File: src/source/quad_bram_pkg.sv
package quad_bram_pkg;

    ////////////////////////////////////////////////////////////////////////////
    // Geometry
    ////////////////////////////////////////////////////////////////////////////

    localparam int BRAM_DEPTH     = 1024;
    localparam int COORD_W        = $clog2(BRAM_DEPTH) - 1;
    localparam int SEQ_ADDR_W     = 12;
    localparam int NUM_AWE        = 4;
    localparam int NUM_CE_PER_AWE = 2;
    localparam int SEQ_DEPTH      = 2560;
    localparam int SEQ_RD_LATENCY = 3;
    localparam int READS_PER_COL  = 5;
    localparam int PRIME_ROWS     = 3;

    ////////////////////////////////////////////////////////////////////////////
    // Types
    ////////////////////////////////////////////////////////////////////////////

    typedef logic [COORD_W-1:0]    coord_t;
    typedef logic [SEQ_ADDR_W-1:0] seq_addr_t;
    typedef logic [8:0]            pfb_count_t;
    typedef logic [2:0]            cyc_t;
    typedef logic [1:0]            gray_t;

    // Both fields are last indices, not counts
    typedef struct packed {
        coord_t num_input_cols;
        coord_t num_input_rows;
    } job_cfg_t;

    typedef struct packed {
        logic      rden;
        seq_addr_t addr;
    } seq_rd_t;

    typedef struct packed {
        coord_t row;
        coord_t col;
    } in_pos_t;

    typedef enum logic [2:0] {
        ST_IDLE,
        ST_PRIME,
        ST_WAIT_PFB_LOAD,
        ST_ACTIVE,
        ST_WAIT_JOB_DONE,
        ST_SEND_COMPLETE
    } ctrl_state_e;

endpackage

File: src/source/layer_ctrl_fsm.sv
`timescale 1ns/1ps

module layer_ctrl_fsm (
    input  logic                    clk,
    input  logic                    rst,
    input  logic                    job_start,
    input  quad_bram_pkg::job_cfg_t cfg,
    input  logic                    fetch_done,
    input  logic                    drain_idle,
    input  quad_bram_pkg::in_pos_t  in_pos,
    input  logic                    row_done,
    input  logic                    last_row,
    input  logic                    pipeline_flushed,
    input  logic                    complete_done,
    output logic                    job_accept,
    output logic                    fetch_start,
    output logic                    scan_row,
    output logic                    complete_start
);

    quad_bram_pkg::ctrl_state_e state;
    logic                       pfb_loaded;
    logic                       more_prime;

    // Keep priming while rows remain, but never past the last input row
    assign more_prime = (in_pos.row < quad_bram_pkg::coord_t'(quad_bram_pkg::PRIME_ROWS)) &&
                        (in_pos.row <= cfg.num_input_rows);

    always_ff @(posedge clk) begin
        if (rst) begin
            state          <= quad_bram_pkg::ST_IDLE;
            pfb_loaded     <= 1'b0;
            job_accept     <= 1'b0;
            fetch_start    <= 1'b0;
            scan_row       <= 1'b0;
            complete_start <= 1'b0;
        end else begin
            job_accept     <= 1'b0;
            fetch_start    <= 1'b0;
            scan_row       <= 1'b0;
            complete_start <= 1'b0;

            case (state)
                quad_bram_pkg::ST_IDLE: begin
                    if (job_start) begin
                        job_accept <= 1'b1;
                        state      <= quad_bram_pkg::ST_PRIME;
                    end
                end

                quad_bram_pkg::ST_PRIME: begin
                    fetch_start <= 1'b1;
                    state       <= quad_bram_pkg::ST_WAIT_PFB_LOAD;
                end

                // Fetch lands first, then the buffer drains out
                quad_bram_pkg::ST_WAIT_PFB_LOAD: begin
                    if (fetch_done) begin
                        pfb_loaded <= 1'b1;
                    end else if (pfb_loaded && drain_idle) begin
                        pfb_loaded <= 1'b0;
                        if (more_prime) begin
                            state <= quad_bram_pkg::ST_PRIME;
                        end else begin
                            scan_row <= 1'b1;
                            state    <= quad_bram_pkg::ST_ACTIVE;
                        end
                    end
                end

                quad_bram_pkg::ST_ACTIVE: begin
                    if (row_done) begin
                        if (last_row) begin
                            state <= quad_bram_pkg::ST_WAIT_JOB_DONE;
                        end else begin
                            // One more input row per output row
                            fetch_start <= 1'b1;
                            state       <= quad_bram_pkg::ST_WAIT_PFB_LOAD;
                        end
                    end
                end

                quad_bram_pkg::ST_WAIT_JOB_DONE: begin
                    if (pipeline_flushed) begin
                        complete_start <= 1'b1;
                        state          <= quad_bram_pkg::ST_SEND_COMPLETE;
                    end
                end

                quad_bram_pkg::ST_SEND_COMPLETE: begin
                    if (complete_done) begin
                        state <= quad_bram_pkg::ST_IDLE;
                    end
                end

                default: begin
                    state <= quad_bram_pkg::ST_IDLE;
                end
            endcase
        end
    end

endmodule

File: src/source/fetch_handshake.sv
`timescale 1ns/1ps

module fetch_handshake (
    input  logic clk,
    input  logic rst,
    input  logic fetch_start,
    input  logic job_fetch_ack,
    input  logic job_fetch_complete,
    input  logic complete_start,
    input  logic job_complete_ack,
    output logic job_fetch_request,
    output logic job_fetch_in_progress,
    output logic fetch_done,
    output logic job_complete,
    output logic complete_done
);

    // Completion only counts while a fetch is underway
    assign fetch_done = job_fetch_complete && job_fetch_in_progress;

    always_ff @(posedge clk) begin
        if (rst) begin
            job_fetch_request     <= 1'b0;
            job_fetch_in_progress <= 1'b0;
            job_complete          <= 1'b0;
            complete_done         <= 1'b0;
        end else begin
            if (fetch_start) begin
                job_fetch_request <= 1'b1;
            end else if (job_fetch_ack) begin
                job_fetch_request <= 1'b0;
            end

            if (job_fetch_ack && job_fetch_request) begin
                job_fetch_in_progress <= 1'b1;
            end else if (job_fetch_complete) begin
                job_fetch_in_progress <= 1'b0;
            end

            ////////////////////////////////////////////////////////////////////////////
            // Job complete exchange
            ////////////////////////////////////////////////////////////////////////////

            if (complete_start) begin
                job_complete <= 1'b1;
            end else if (job_complete_ack) begin
                job_complete <= 1'b0;
            end

            complete_done <= job_complete && job_complete_ack;
        end
    end

endmodule

File: src/source/pfb_drain.sv
`timescale 1ns/1ps

module pfb_drain (
    input  logic                      clk,
    input  logic                      rst,
    input  quad_bram_pkg::job_cfg_t   cfg,
    input  logic                      fetch_done,
    input  quad_bram_pkg::pfb_count_t pfb_full_count,
    input  logic                      job_start,
    output logic                      pfb_rden,
    output quad_bram_pkg::in_pos_t    in_pos,
    output logic                      drain_idle
);

    quad_bram_pkg::pfb_count_t pfb_count;

    assign drain_idle = (pfb_count == '0);
    assign pfb_rden   = !drain_idle;

    // Occupancy, one pixel leaves per cycle
    always_ff @(posedge clk) begin
        if (rst) begin
            pfb_count <= '0;
        end else if (fetch_done) begin
            pfb_count <= pfb_full_count;
        end else if (pfb_rden) begin
            pfb_count <= pfb_count - 1'b1;
        end
    end

    // Input position steps per pixel read
    always_ff @(posedge clk) begin
        if (rst) begin
            in_pos <= '0;
        end else if (job_start) begin
            in_pos <= '0;
        end else if (pfb_rden) begin
            if (in_pos.col == cfg.num_input_cols) begin
                in_pos.col <= '0;
                in_pos.row <= in_pos.row + 1'b1;
            end else begin
                in_pos.col <= in_pos.col + 1'b1;
            end
        end
    end

endmodule

File: src/source/seq_scan.sv
`timescale 1ns/1ps

module seq_scan #(
    parameter int SEQ_DEPTH = quad_bram_pkg::SEQ_DEPTH
) (
    input  logic                    clk,
    input  logic                    rst,
    input  quad_bram_pkg::job_cfg_t cfg,
    input  logic                    job_start,
    input  logic                    scan_row,
    input  logic                    complete_done,
    output quad_bram_pkg::seq_rd_t  seq_rd,
    output quad_bram_pkg::cyc_t     cycle_counter,
    output quad_bram_pkg::gray_t    gray_code,
    output logic                    row_done,
    output logic                    last_row
);

    quad_bram_pkg::coord_t out_col;
    quad_bram_pkg::coord_t row_count;
    quad_bram_pkg::coord_t last_row_idx;
    logic                  col_end;
    logic                  row_end;

    // Output rows run from 0 to num_input_rows-2
    assign last_row_idx = cfg.num_input_rows - quad_bram_pkg::coord_t'(2);

    assign col_end = seq_rd.rden &&
                     (cycle_counter == quad_bram_pkg::cyc_t'(quad_bram_pkg::READS_PER_COL - 1));
    assign row_end = col_end && (out_col == cfg.num_input_cols);

    // Phase of completed rows mod 4
    assign gray_code = {row_count[1], row_count[1] ^ row_count[0]};

    ////////////////////////////////////////////////////////////////////////////
    // Sequence BRAM read stream
    ////////////////////////////////////////////////////////////////////////////

    always_ff @(posedge clk) begin
        if (rst) begin
            seq_rd   <= '0;
            row_done <= 1'b0;
            last_row <= 1'b0;
        end else begin
            row_done <= row_end;
            last_row <= row_end && (row_count == last_row_idx);

            if (scan_row) begin
                seq_rd.rden <= 1'b1;
            end else if (row_end) begin
                seq_rd.rden <= 1'b0;
            end

            // Address wraps at the sequence depth
            if (complete_done) begin
                seq_rd.addr <= '0;
            end else if (seq_rd.rden) begin
                if (seq_rd.addr == quad_bram_pkg::seq_addr_t'(SEQ_DEPTH - 1)) begin
                    seq_rd.addr <= '0;
                end else begin
                    seq_rd.addr <= seq_rd.addr + 1'b1;
                end
            end
        end
    end

    ////////////////////////////////////////////////////////////////////////////
    // Output position
    ////////////////////////////////////////////////////////////////////////////

    always_ff @(posedge clk) begin
        if (rst || job_start) begin
            cycle_counter <= '0;
            out_col       <= '0;
        end else begin
            if (col_end) begin
                cycle_counter <= '0;
            end else if (seq_rd.rden) begin
                cycle_counter <= cycle_counter + 1'b1;
            end

            if (row_end) begin
                out_col <= '0;
            end else if (col_end) begin
                out_col <= out_col + 1'b1;
            end
        end
    end

    // Row count also drops back once the job is reported done
    always_ff @(posedge clk) begin
        if (rst || job_start || complete_done) begin
            row_count <= '0;
        end else if (row_end) begin
            row_count <= row_count + 1'b1;
        end
    end

endmodule

File: src/source/ce_launch_chain.sv
`timescale 1ns/1ps

module ce_launch_chain #(
    parameter int NUM_CE = quad_bram_pkg::NUM_AWE * quad_bram_pkg::NUM_CE_PER_AWE
) (
    input  logic              clk,
    input  logic              rst,
    input  logic              seq_rden,
    input  logic              row_done,
    output logic [NUM_CE-1:0] ce_execute,
    output logic [NUM_CE-1:0] next_kernel
);

    // First execute stage supplies the last cycle of read latency
    localparam int DLY = quad_bram_pkg::SEQ_RD_LATENCY - 1;

    logic [DLY-1:0] rden_dly;

    always_ff @(posedge clk) begin
        if (rst) begin
            rden_dly    <= '0;
            ce_execute  <= '0;
            next_kernel <= '0;
        end else begin
            rden_dly    <= (rden_dly << 1) | DLY'(seq_rden);
            // Each CE starts one cycle after its neighbour
            ce_execute  <= (ce_execute << 1) | NUM_CE'(rden_dly[DLY-1]);
            next_kernel <= (next_kernel << 1) | NUM_CE'(row_done);
        end
    end

endmodule

File: src/source/quad_bram_ctrl.sv
`timescale 1ns/1ps

module quad_bram_ctrl #(
    parameter int NUM_CE    = quad_bram_pkg::NUM_AWE * quad_bram_pkg::NUM_CE_PER_AWE,
    parameter int SEQ_DEPTH = quad_bram_pkg::SEQ_DEPTH
) (
    input  logic                      clk,
    input  logic                      rst,
    input  logic                      job_start,
    input  quad_bram_pkg::job_cfg_t   cfg,
    output logic                      job_accept,
    output logic                      job_fetch_request,
    output logic                      job_fetch_in_progress,
    input  logic                      job_fetch_ack,
    input  logic                      job_fetch_complete,
    input  quad_bram_pkg::pfb_count_t pfb_full_count,
    output logic                      pfb_rden,
    output quad_bram_pkg::in_pos_t    in_pos,
    output quad_bram_pkg::seq_rd_t    seq_rd,
    output quad_bram_pkg::cyc_t       cycle_counter,
    output quad_bram_pkg::gray_t      gray_code,
    output logic [NUM_CE-1:0]         ce_execute,
    output logic [NUM_CE-1:0]         next_kernel,
    input  logic                      pipeline_flushed,
    output logic                      job_complete,
    input  logic                      job_complete_ack
);

    logic fetch_start;
    logic fetch_done;
    logic scan_row;
    logic row_done;
    logic last_row;
    logic drain_idle;
    logic complete_start;
    logic complete_done;

    layer_ctrl_fsm i_fsm (
        .clk              (clk),
        .rst              (rst),
        .job_start        (job_start),
        .cfg              (cfg),
        .fetch_done       (fetch_done),
        .drain_idle       (drain_idle),
        .in_pos           (in_pos),
        .row_done         (row_done),
        .last_row         (last_row),
        .pipeline_flushed (pipeline_flushed),
        .complete_done    (complete_done),
        .job_accept       (job_accept),
        .fetch_start      (fetch_start),
        .scan_row         (scan_row),
        .complete_start   (complete_start)
    );

    fetch_handshake i_handshake (
        .clk                   (clk),
        .rst                   (rst),
        .fetch_start           (fetch_start),
        .job_fetch_ack         (job_fetch_ack),
        .job_fetch_complete    (job_fetch_complete),
        .complete_start        (complete_start),
        .job_complete_ack      (job_complete_ack),
        .job_fetch_request     (job_fetch_request),
        .job_fetch_in_progress (job_fetch_in_progress),
        .fetch_done            (fetch_done),
        .job_complete          (job_complete),
        .complete_done         (complete_done)
    );

    pfb_drain i_drain (
        .clk            (clk),
        .rst            (rst),
        .cfg            (cfg),
        .fetch_done     (fetch_done),
        .pfb_full_count (pfb_full_count),
        .job_start      (job_start),
        .pfb_rden       (pfb_rden),
        .in_pos         (in_pos),
        .drain_idle     (drain_idle)
    );

    seq_scan #(
        .SEQ_DEPTH (SEQ_DEPTH)
    ) i_scan (
        .clk           (clk),
        .rst           (rst),
        .cfg           (cfg),
        .job_start     (job_start),
        .scan_row      (scan_row),
        .complete_done (complete_done),
        .seq_rd        (seq_rd),
        .cycle_counter (cycle_counter),
        .gray_code     (gray_code),
        .row_done      (row_done),
        .last_row      (last_row)
    );

    ce_launch_chain #(
        .NUM_CE (NUM_CE)
    ) i_launch (
        .clk         (clk),
        .rst         (rst),
        .seq_rden    (seq_rd.rden),
        .row_done    (row_done),
        .ce_execute  (ce_execute),
        .next_kernel (next_kernel)
    );

endmodule

File: config.mk
export PLATFORM = sky130hd
export DESIGN_NAME = quad_bram_ctrl
export DESIGN_NICKNAME = d
export VERILOG_FILES = /design/src/source/quad_bram_pkg.sv /design/src/source/layer_ctrl_fsm.sv /design/src/source/fetch_handshake.sv /design/src/source/pfb_drain.sv /design/src/source/seq_scan.sv /design/src/source/ce_launch_chain.sv /design/src/source/quad_bram_ctrl.sv
export SDC_FILE = /design/constraint.sdc
export NUM_CORES = 1
export LEC_CHECK = 0
export BUFFER_PORTS_ARGS = -buffer_cell sky130_fd_sc_hd__clkbuf_2
export CAP_MARGIN = 20
export CORE_ASPECT_RATIO = 1.2
export CORE_UTILIZATION = 60
export CTS_BUF_LIST = sky130_fd_sc_hd__clkbuf_8
export DETAILED_ROUTE_END_ITERATION = 7
export GPL_TIMING_DRIVEN = 0
export PLACE_DENSITY = 0.86
export SYNTH_ARGS = -nofsm -noshare
export SYNTH_HDL_FRONTEND = slang
export SYNTH_SLANG_ARGS = --single-unit
File: constraint.sdc
create_clock -name clk -period 3.3 [get_ports clk]
set_input_delay 0.495 -clock clk [delete_from_list [all_inputs] [get_ports clk]]
set_output_delay 0.495 -clock clk [all_outputs]
set_load 0.03 [all_outputs]
==> key figures, run 1 <==
Critical path
  – Top Family by Delay on Critical Path: buffers and inverters
  – Crit. End Element: output pin
  – Worst setup SP type: register
  – Most frequent cell on the critical path: clkbuf_1
  – Critical Path RT: 2800 ps
  – Bufs and invs on worst path: 5
  – Crit path cell chain: inv_1 > ha_1 > nor4b_1 > and2_1 > clkbuf_1 > inv_2 > clkbuf_1 > clkbuf_2
  – R2R Setup Slk: 640 ps
  – Slowest-stage cell, CP: dfxtp_1
  – CP Class: reg -> out
  – Crit path largest cell delay: 360 ps
  – Worst Path Max Fanout: 10
  – Worst Path Arrival: 2550 ps

CTS
  – CTS tree: yes
  – Hold-fix buffers, CTS: 0
  – Postcts setup bufs: 0
  – CTS Buffer Depth: 2
  – Total CTS buffers: 9
  – Root Driver: clkbuf_8
  – Htree depth: 3
  – Post-CTS resize count: 0
  – Clock slew at reported path FFs: 80 ps
  – # clock sinks: 93
  – Clk_lat worst skew: 360 ps

Yosys
  – Sequential share of the synthesized area: 41.9%
  – Most instantiated cells after synthesis: dfxtp_1, nor2_1, xor2_1, nand2_1, xnor2_1
  – Area leader, netlist: dfxtp_1
  – Gate Count Post-Synth: 515
  – Net Count, Synth: 567
  – Top-count cell post-synth: dfxtp_1
  – Yosys cell types: 40
  – Synth top area cells: dfxtp_1, xor2_1, xnor2_1
  – Ys async rst share: 0%
  – Post-Syn Area per Cell: 8.63 sq um
  – Post-synth EDFFs: 0
  – Post-Synthesis Cell Area: 0.00445 sq mm
  – FF+latch count, synth: 93
  – Area share of the largest cell type after synthesis: 41.9%
  – Ys Warns: 0
  – Synth Flop Type: dfxtp_1

Route
  – DRC: 0
  – Antenna viol nets, final: 0
  – DR vias/cell: 5.48
  – Wirelength per Cell: 13.4 um
  – Final WL: 9.53 mm
  – Router iterations before antenna repair: 5
  – DR iter-0 viols: 199
  – Via Count: 3893

STA
  – Setup tns final: 0 ps
  – Clock skew: 9.75 ps
  – Setup-failing EPs final: 0
  – Final Hold Viols: 0
  – Maximum clock frequency: 329 MHz
  – Worst slew pin tran: 717 ps
  – Crit path time final: 3040 ps
  – Final Cycle Share: 92.1%
  – Relative slew slack: 51.8%
  – RSZ-0062 raised after global routing: no
  – Fin. max-slew vios: 0

Layout
  – ANT cells: 0
  – Nets@finish: 667
  – Layout area overhead: 17.1%
  – Area of the multi-input gates: 0.00242 sq mm
  – Layout cells sized above 1: 18.5%
  – Filler cell count: 547
  – Util after Layout: 72.4%
  – Register area: 0.00186 sq mm

Global route
  – First-pass GRT wire length: 15.4 mm
  – Largest net degree at the start of global routing: 16
  – Number of global-route vias before repair: 3537
  – Remaining global-route overflow: 0
  – Tot GR Track Use: 25.5%
  – Antenna violations before repair: 0

Floorplan
  – Core ar.: 0.00719 sq mm
  – DIE HEIGHT: 96.3 um
  – DIE WIDTH: 80.6 um
  – I/O pins: 91
  – Initial Utilization: 61.8%
  – Rows: 34
  – Overall die area: 0.00776 sq mm

Placement
  – Hpwl dp: 7.21 mm
  – Gpl congestion: 0.896
  – Port bufs: 89

Status
  – Status: finished, final reports clean

Power and ir drop
  – VDD IR-drop max: 0.293 mV
  – Lkg Pwr: 2.21 nW
  – Ratio of total power to cell area: 470 mW/mm^2

Run
  – Max_cap viols: 0

Min path
  – Hold Crit Class: in -> reg
-- metrics by stage --
step           hold WS, ps  setup WS (ps)  instance area (sq um)  power, mW  cells
4_1_cts                361           87.8                   5200       2.45    710
2_1_floorplan          413            929                   4450       1.58    515
3_5_place_dp           425            480                   5000       1.70    694
3_3_place_gp           416            524                   5000       1.68    694
6_report               368            260                   5200       2.44    710
5_1_grt                371            131                   5200       2.56    710
-- logic make-up after synthesis --
logic type	after synthesis	share of synthesized area, %
flops	93	41.9
xor+xnor	76	15.0
buf+inv	41	3.63
compound gates	54	7.35
simple gates	227	25.7
mux	6	1.38
fa+ha+maj	18	5.07
-- registers in the layout, summed over array words and instances, names as in the netlist, 2 cells and up --
signal / cells
i_scan.cycle_counter: 3
i_scan.seq_rd: 13
i_fsm.state: 3
i_launch.next_kernel: 8
i_launch.ce_execute: 8
i_scan.row_count: 9
i_drain.pfb_count: 9
i_scan.out_col: 9
i_launch.rden_dly: 2
i_drain.in_pos: 18
-- worst paths after layout --
kind	from	to	depth (start not counted)
setup / recovery	i_drain.pfb_count[0]	pfb_rden	8
hold / removal	pfb_full_count[0]	i_drain.pfb_count[0]	3
setup reg to reg	i_drain.pfb_count[0]	i_drain.in_pos[15]	10
hold reg to reg	i_launch.rden_dly[1]	i_launch.ce_execute[0]	1
-- area by class of cell --
class,count,area share [%]
clock inverter,6,1.20
sequential,93,35.8
tap,90,2.16
multi-input combinational,381,46.5
inverter,21,1.51
timing repair buffer,89,8.56
clock buffer,10,2.64
buffer,20,1.59
-- routing by layer --
metal	part of all wire (%)	up-vias	track usage [%]
met2	48	133	43.5
met1	43	1794	30.0
met3	5.8	23	4.93
met4	2.5	0	13.7
met5	0	-	0
li1	-	1943	-
-- tightest hold or removal path, stage by stage --
cell and delay (ps):
clkbuf_2 80, nand2_1 50, a21oi_1 50
-- layout by cell type (no fill, tap or decap), types with 5 or more instances in the layout --
cell / netlist / routed
xor2_1: 43 / 43
inv_1: 20 / 21
nor3_1: 16 / 16
clkbuf_8: 0 / 10
nor2b_1: 22 / 22
dfxtp_1: 93 / 93
or3_1: 7 / 7
a211oi_1: 6 / 6
xnor2_1: 33 / 33
clkbuf_2: 0 / 89
and3_1: 9 / 9
nand2b_1: 5 / 5
a21oi_1: 22 / 22
nand2_1: 35 / 35
o21ai_0: 11 / 11
ha_1: 18 / 18
nor2_1: 73 / 73
nand3_1: 14 / 14
nand4_1: 20 / 20
clkbuf_1: 16 / 16
nor4_1: 8 / 8
mux2i_1: 5 / 5
or2_2: 5 / 5
-- report_power, final --
| group | switching [mW] | internal (mW) |
|---|---|---|
| sequential | 0.0527 | 1.17 |
| clock | 0.392 | 0.370 |
| combinational | 0.273 | 0.188 |
| total | 0.717 | 1.73 |
(Power assumes the default switching activity.)
==> run 2: changes to the inputs <==
--- a/config.mk
+++ b/config.mk
@@ -11,7 +11,6 @@
 export CORE_UTILIZATION = 60
 export CTS_BUF_LIST = sky130_fd_sc_hd__clkbuf_8
 export DETAILED_ROUTE_END_ITERATION = 7
-export GPL_TIMING_DRIVEN = 0
 export PLACE_DENSITY = 0.86
 export SYNTH_ARGS = -nofsm -noshare
 export SYNTH_HDL_FRONTEND = slang
==> run 2 against run 1 <==
Net effect: sequential power hardly changed; first-iteration DRC count is 28% higher; critical path depth decreased by 2; worst setup slack better by 82 ps; count of clock-buffer cells in the layout rose by 2; core utilization decreased by 0.31 points; critical path type unchanged; critical endpoint unchanged; highest routed layer unchanged.
==> key figures, run 2 (synthesis results as in run 1) <==
Status
  – Status: finished, final reports clean

Critical path
  – Worst Path Arrival: 2460 ps
  – R2R Setup Slk: 460 ps
  – Critical Path RT: 2800 ps
  – Worst setup SP type: register
  – Worst Path Max Fanout: 16
  – Depth of the most critical reg-to-reg path: 8
  – Reg2reg start: i_drain.pfb_count[0]
  – Reg-to-Reg End: i_drain.in_pos[7]
  – Crit. End Element: output pin
  – CP Class: reg -> out

Floorplan
  – I/O pins: 91
  – DIE WIDTH: 80.6 um
  – Overall die area: 0.00776 sq mm
  – DIE HEIGHT: 96.3 um
  – Rows: 34
  – Core ar.: 0.00719 sq mm
  – Initial Utilization: 61.8%

Global route
  – Antenna violations before repair: 0
  – Remaining global-route overflow: 0
  – Largest net degree at the start of global routing: 33
  – Tot GR Track Use: 25.0%
  – Number of global-route vias before repair: 3439
  – First-pass GRT wire length: 15.2 mm

CTS
  – Htree depth: 3
  – CTS Buffer Depth: 2
  – Clock slew at reported path FFs: 80 ps
  – CTS tree: yes
  – # clock sinks: 93
  – Clk_lat worst skew: 350 ps
  – Root Driver: clkbuf_8
  – Postcts setup bufs: 0
  – Total CTS buffers: 9
  – Hold-fix buffers, CTS: 0
  – Post-CTS resize count: 0

STA
  – Relative slew slack: 53.5%
  – RSZ-0062 raised after global routing: no
  – Final Hold Viols: 0
  – Worst slew pin tran: 692 ps
  – Crit path time final: 2960 ps
  – Maximum clock frequency: 338 MHz
  – Clock skew: 14.2 ps
  – Setup-failing EPs final: 0
  – Setup tns final: 0 ps
  – Fin. max-slew vios: 0
  – Final Cycle Share: 89.6%
  – Worst setup margin: 342 ps

Layout
  – Reg with most FFs: i_drain.in_pos
  – Register area: 0.00186 sq mm
  – Leading cell type in the layout, fill and taps excluded: dfxtp_1
  – Biggest registers after layout: i_drain.in_pos x18, i_scan.seq_rd x13
  – ANT cells: 0
  – Most frequent cells in the layout: dfxtp_1, clkbuf_2, nor2_1
  – Area of the multi-input gates: 0.00242 sq mm
  – Layout cells sized above 1: 19.2%
  – Largest register FFs: 18
  – Layout area overhead: 16.5%
  – Filler cell count: 550
  – Nets@finish: 651
  – Util after Layout: 72.1%

Min path
  – Hold Path Depth: 3
  – Min-delay src: pfb_full_count[2]
  – Hold Crit Class: in -> reg
  – Hold Path End: i_drain.pfb_count[2]

Placement
  – Port bufs: 90
  – Pre-CTS setup slack: 548 ps
  – Hpwl dp: 6.95 mm
  – Gpl congestion: 0.846

Power and ir drop
  – Lkg Pwr: 2.21 nW
  – Ratio of total power to cell area: 487 mW/mm^2
  – Total power: 2.52 mW
  – VDD IR-drop max: 0.345 mV

Route
  – DRC: 0
  – Router iterations before antenna repair: 4
  – Via Count: 3833
  – DR vias/cell: 5.53
  – Wirelength per Cell: 13.5 um
  – DR iter-0 viols: 255
  – Antenna viol nets, final: 0
  – Final WL: 9.35 mm

Run
  – Max_cap viols: 0
## run 2: cell types whose count changed in the layout (fill, tap and decap cells not counted), sizes merged
| cell | delta |
|---|---|
| buf | -1 |
| bufinv | +1 |
| clkbuf | -13 |
| clkinvlp | -1 |
| inv | -3 |
## run 2: worst max path at each step
stage | start | to | slack (ps) | depth (start not counted)
after CTS | i_drain.pfb_count[0] | pfb_rden | 400 | 6
after global placement | i_drain.pfb_count[0] | i_drain.in_pos[5] | 740 | 8
after global routing | i_drain.pfb_count[0] | pfb_rden | 140 | 6
after floorplan | i_scan.cycle_counter[0] | i_scan.row_count[8] | 930 | 8
after detailed placement | i_drain.pfb_count[0] | i_drain.in_pos[7] | 550 | 8
final | i_drain.pfb_count[0] | pfb_rden | 340 | 6
## run 2: area by class of cell
type / count / share of cell area, %
clock inverters: 3 / 1.30
clock buffers: 12 / 3.19
multi-input cells: 381 / 46.8
inverters: 21 / 1.52
repair buffers: 93 / 9.13
flip-flops and latches: 93 / 35.9
well taps: 90 / 2.17
## run 2: worst max-delay path, stage by stage, from the launching register on
cell      delay (ps)
dfxtp_1          350
inv_1             90
ha_1             230
nor4b_1          360
and2_1           320
clkinv_1         430
clkbuf_2         330
## run 2: routing by layer
layer	routed length (um)	global-route usage [%]	part of all wire (%)
met1	4200	29.4	45
met2	4390	42.7	47
met3	491	4.45	5.3
met4	273	14.3	2.9
met5	0	0	0
## run 2: through the flow
stage	cell area, sq um	instances	hold WS (ps)
6_report	5180	693	366
3_5_place_dp	4950	678	430
5_1_grt	5180	693	364
4_1_cts	5180	693	355
3_3_place_gp	4950	678	416
2_1_floorplan	4450	515	413
## run 2: report_power, final
group	switching (mW)	internal, mW	total, mW
logic	0.265	0.180	0.445
clock network	0.367	0.485	0.851
registers	0.0571	1.17	1.23
==> run 3: changes to the inputs <==
--- a/config.mk
+++ b/config.mk
@@ -7,11 +7,14 @@
 export LEC_CHECK = 0
 export BUFFER_PORTS_ARGS = -buffer_cell sky130_fd_sc_hd__clkbuf_2
 export CAP_MARGIN = 20
+export CELL_PAD_IN_SITES_DETAIL_PLACEMENT = 0
+export CELL_PAD_IN_SITES_GLOBAL_PLACEMENT = 1
 export CORE_ASPECT_RATIO = 1.2
-export CORE_UTILIZATION = 60
+export CORE_UTILIZATION = 46
 export CTS_BUF_LIST = sky130_fd_sc_hd__clkbuf_8
 export DETAILED_ROUTE_END_ITERATION = 7
-export PLACE_DENSITY = 0.86
+export PLACE_DENSITY_LB_ADDON = 0.1
 export SYNTH_ARGS = -nofsm -noshare
 export SYNTH_HDL_FRONTEND = slang
+export SYNTH_HIERARCHICAL = 1
 export SYNTH_SLANG_ARGS = --single-unit
==> run 3 against run 2 <==
Net effect: synthesized cell count increased by 2.7%; design area is 4.6% higher; global-route usage shrank 5.0 points; clock power is 5.2% lower; die area rose by 36%; core utilization fell by 16 points; register-to-register slack better by 240 ps; cell count up 7.8%; non-clock buffer count is 2 higher; combinational power up 27%; critical path type is now reg -> reg; highest routed layer unchanged.
==> key figures, run 3 <==
Status
  – Status: finished, final reports clean

Global route
  – Tot GR Track Use: 20.1%
  – First-pass GRT wire length: 17.0 mm
  – Antenna violations before repair: 0
  – Number of global-route vias before repair: 3662
  – Remaining global-route overflow: 0
  – Largest net degree at the start of global routing: 33

CTS
  – Clock slew at reported path FFs: 100 ps
  – Hold-fix buffers, CTS: 0
  – Postcts setup bufs: 0
  – Post-CTS resize count: 0
  – Htree depth: 3
  – Clk_lat worst skew: 360 ps
  – Total CTS buffers: 9
  – # clock sinks: 93
  – CTS tree: yes
  – Root Driver: clkbuf_8
  – CTS Buffer Depth: 2

STA
  – Crit path time final: 2600 ps
  – Setup tns final: 0 ps
  – Maximum clock frequency: 385 MHz
  – Relative slew slack: 61.2%
  – Setup-failing EPs final: 0
  – Fin. max-slew vios: 0
  – RSZ-0062 raised after global routing: no
  – Clock skew: 13.7 ps
  – Worst setup margin: 702 ps
  – Worst slew pin tran: 578 ps
  – Final Hold Viols: 0
  – Final Cycle Share: 78.7%

Yosys
  – Synth Flop Type: dfxtp_1
  – Most instantiated cells after synthesis: dfxtp_1, nor2_1, nand2_1, xnor2_1, a21oi_1
  – Synth top area cells: dfxtp_1, xnor2_1, ha_1
  – Area leader, netlist: dfxtp_1
  – Simple-Gate Fraction of Synth Area: 27.7%
  – Largest family of logic cells by synthesized area: simple AND/OR/NAND/NOR gates
  – FF+latch count, synth: 93
  – Synth Area in XOR/XNOR: 12.2%
  – Sequential share of the synthesized area: 39.9%
  – Synth Area in Compound Gates: 9.04%
  – Ys Warns: 6
  – Post-synth EDFFs: 0
  – Ys async rst share: 0%
  – Net Count, Synth: 581
  – Area share of the largest cell type after synthesis: 39.9%
  – Adder and majority gate portion of the synthesized area: 4.83%
  – Top-count cell post-synth: dfxtp_1
  – Multiplexer share of the synthesized area: 2.15%
  – Post-Syn Area per Cell: 8.82 sq um
  – Post-Synthesis Cell Area: 0.00466 sq mm
  – Yosys cell types: 64
  – Gate Count Post-Synth: 529

Placement
  – Gpl congestion: 0.828
  – Hpwl dp: 7.50 mm
  – Port bufs: 90
  – Post-placement cell count: 731
  – Pre-CTS setup slack: 734 ps

Layout
  – Most frequent cells in the layout: dfxtp_1, clkbuf_2, nor2_1
  – Biggest registers after layout: i_drain/in_pos x18, i_scan/seq_rd x13
  – Register area: 0.00186 sq mm
  – Leading cell type in the layout, fill and taps excluded: dfxtp_1
  – Layout area overhead: 16.2%
  – Layout cells sized above 1: 20.8%
  – ANT cells: 0
  – Filler cell count: 949
  – Area of the multi-input gates: 0.00261 sq mm
  – Nets@finish: 671
  – Reg with most FFs: i_drain/in_pos
  – Largest register FFs: 18
  – Fin cells: 747

Floorplan
  – Overall die area: 0.0105 sq mm
  – Initial Utilization: 48.3%
  – Rows: 39
  – DIE WIDTH: 93.9 um
  – DIE HEIGHT: 112 um
  – Core ar.: 0.00966 sq mm
  – I/O pins: 91

Power and ir drop
  – VDD IR-drop max: 0.464 mV
  – Lkg Pwr: 2.20 nW
  – Total power: 2.61 mW
  – Ratio of total power to cell area: 482 mW/mm^2

Route
  – Antenna viol nets, final: 0
  – DR vias/cell: 5.32
  – DRC: 0
  – Via Count: 3972
  – Wirelength per Cell: 13.4 um
  – Router iterations before antenna repair: 4
  – Final WL: 10.0 mm
  – DR iter-0 viols: 139

Min path
  – Hold Crit Class: in -> reg

Critical path
  – Crit path largest cell delay: 520 ps
  – Crit path cell chain: inv_1 > ha_1 > or4b_4 > nand2b_1 > buf_4 > inv_2 > nand4bb_1 > nor4b_2 > o311ai_1 > nand3_2 > a311o_1
  – Worst Path Max Fanout: 13
  – Worst setup SP type: register
  – Slowest-stage cell, CP: or4b_4
  – CP Class: reg -> reg
  – Crit. End Element: register
  – Bufs and invs on worst path: 3
  – Worst Path Arrival: 2900 ps
  – Critical Path RT: 3600 ps
  – Top Family by Delay on Critical Path: simple AND/OR/NAND/NOR gates

Run
  – Max_cap viols: 0
run 3: cell count changes after synthesis, sizes merged, moves of 7 or more:
cell	before	now
xor2	43	20
nor2	73	59
clkbuf	16	6
nand2	35	45
xnor2	33	43
nor2b	22	13
and2b	0	7
run 3: logic make-up after synthesis:
family | count (synthesis)
flip-flops | 93
AND/OR/NAND/NOR | 238
AO/OA/AOI/OAI | 66
XOR/XNOR | 63
adder cells (fa/ha/maj) | 18
multiplexers | 9
buffers and inverters | 42
run 3: power by group:
group	internal [mW]	switching (mW)	leakage, nW	total, mW
clock network	0.385	0.423	0.106	0.807
logic	0.248	0.316	1.35	0.564
registers	1.17	0.0685	0.751	1.24
total	1.81	0.807	2.20	2.61
run 3: cell type report:
type	count	area share [%]
tap	123	2.84
clock buffer	10	2.54
timing repair buffer	95	9.00
sequential	93	34.4
multi-input combinational	394	48.1
clock inverter	6	1.39
inverter	26	1.80
run 3: worst min-delay path, delay by kind of cell:
kind                   cells  cell delay [ps]
buffers and inverters      1               90
and+or+nand+nor            2               90
run 3: worst paths after layout:
kind | startpoint | endpoint | slack, ps | depth (start not counted)
setup / recovery | i_drain/pfb_count[0] | i_fsm/state[1] | 700 | 11
hold / removal | job_complete_ack | i_handshake/complete_done | 340 | 3
setup reg to reg | i_drain/pfb_count[0] | i_fsm/state[1] | 700 | 11
hold reg to reg | i_fsm/complete_start | i_handshake/job_complete | 430 | 2
run 3: through the flow:
stage	hold WS (ps)	area, sq um	util, %
floorplan	405	4660	-
global placement	413	5210	53.9
detailed placement	421	5210	53.9
CTS	320	5420	56.1
global route	320	5420	56.1
finish	344	5420	56.1
run 3: layer usage:
layer	GRT usage (%)	part of all wire [%]	wire length, um	up-vias
met4	7.69	1.7	170	0
met5	0	0	0	-
met3	4.34	3.5	351	14
met2	33.4	48	4800	79
li1	-	-	-	2028
met1	25.1	47	4700	1851
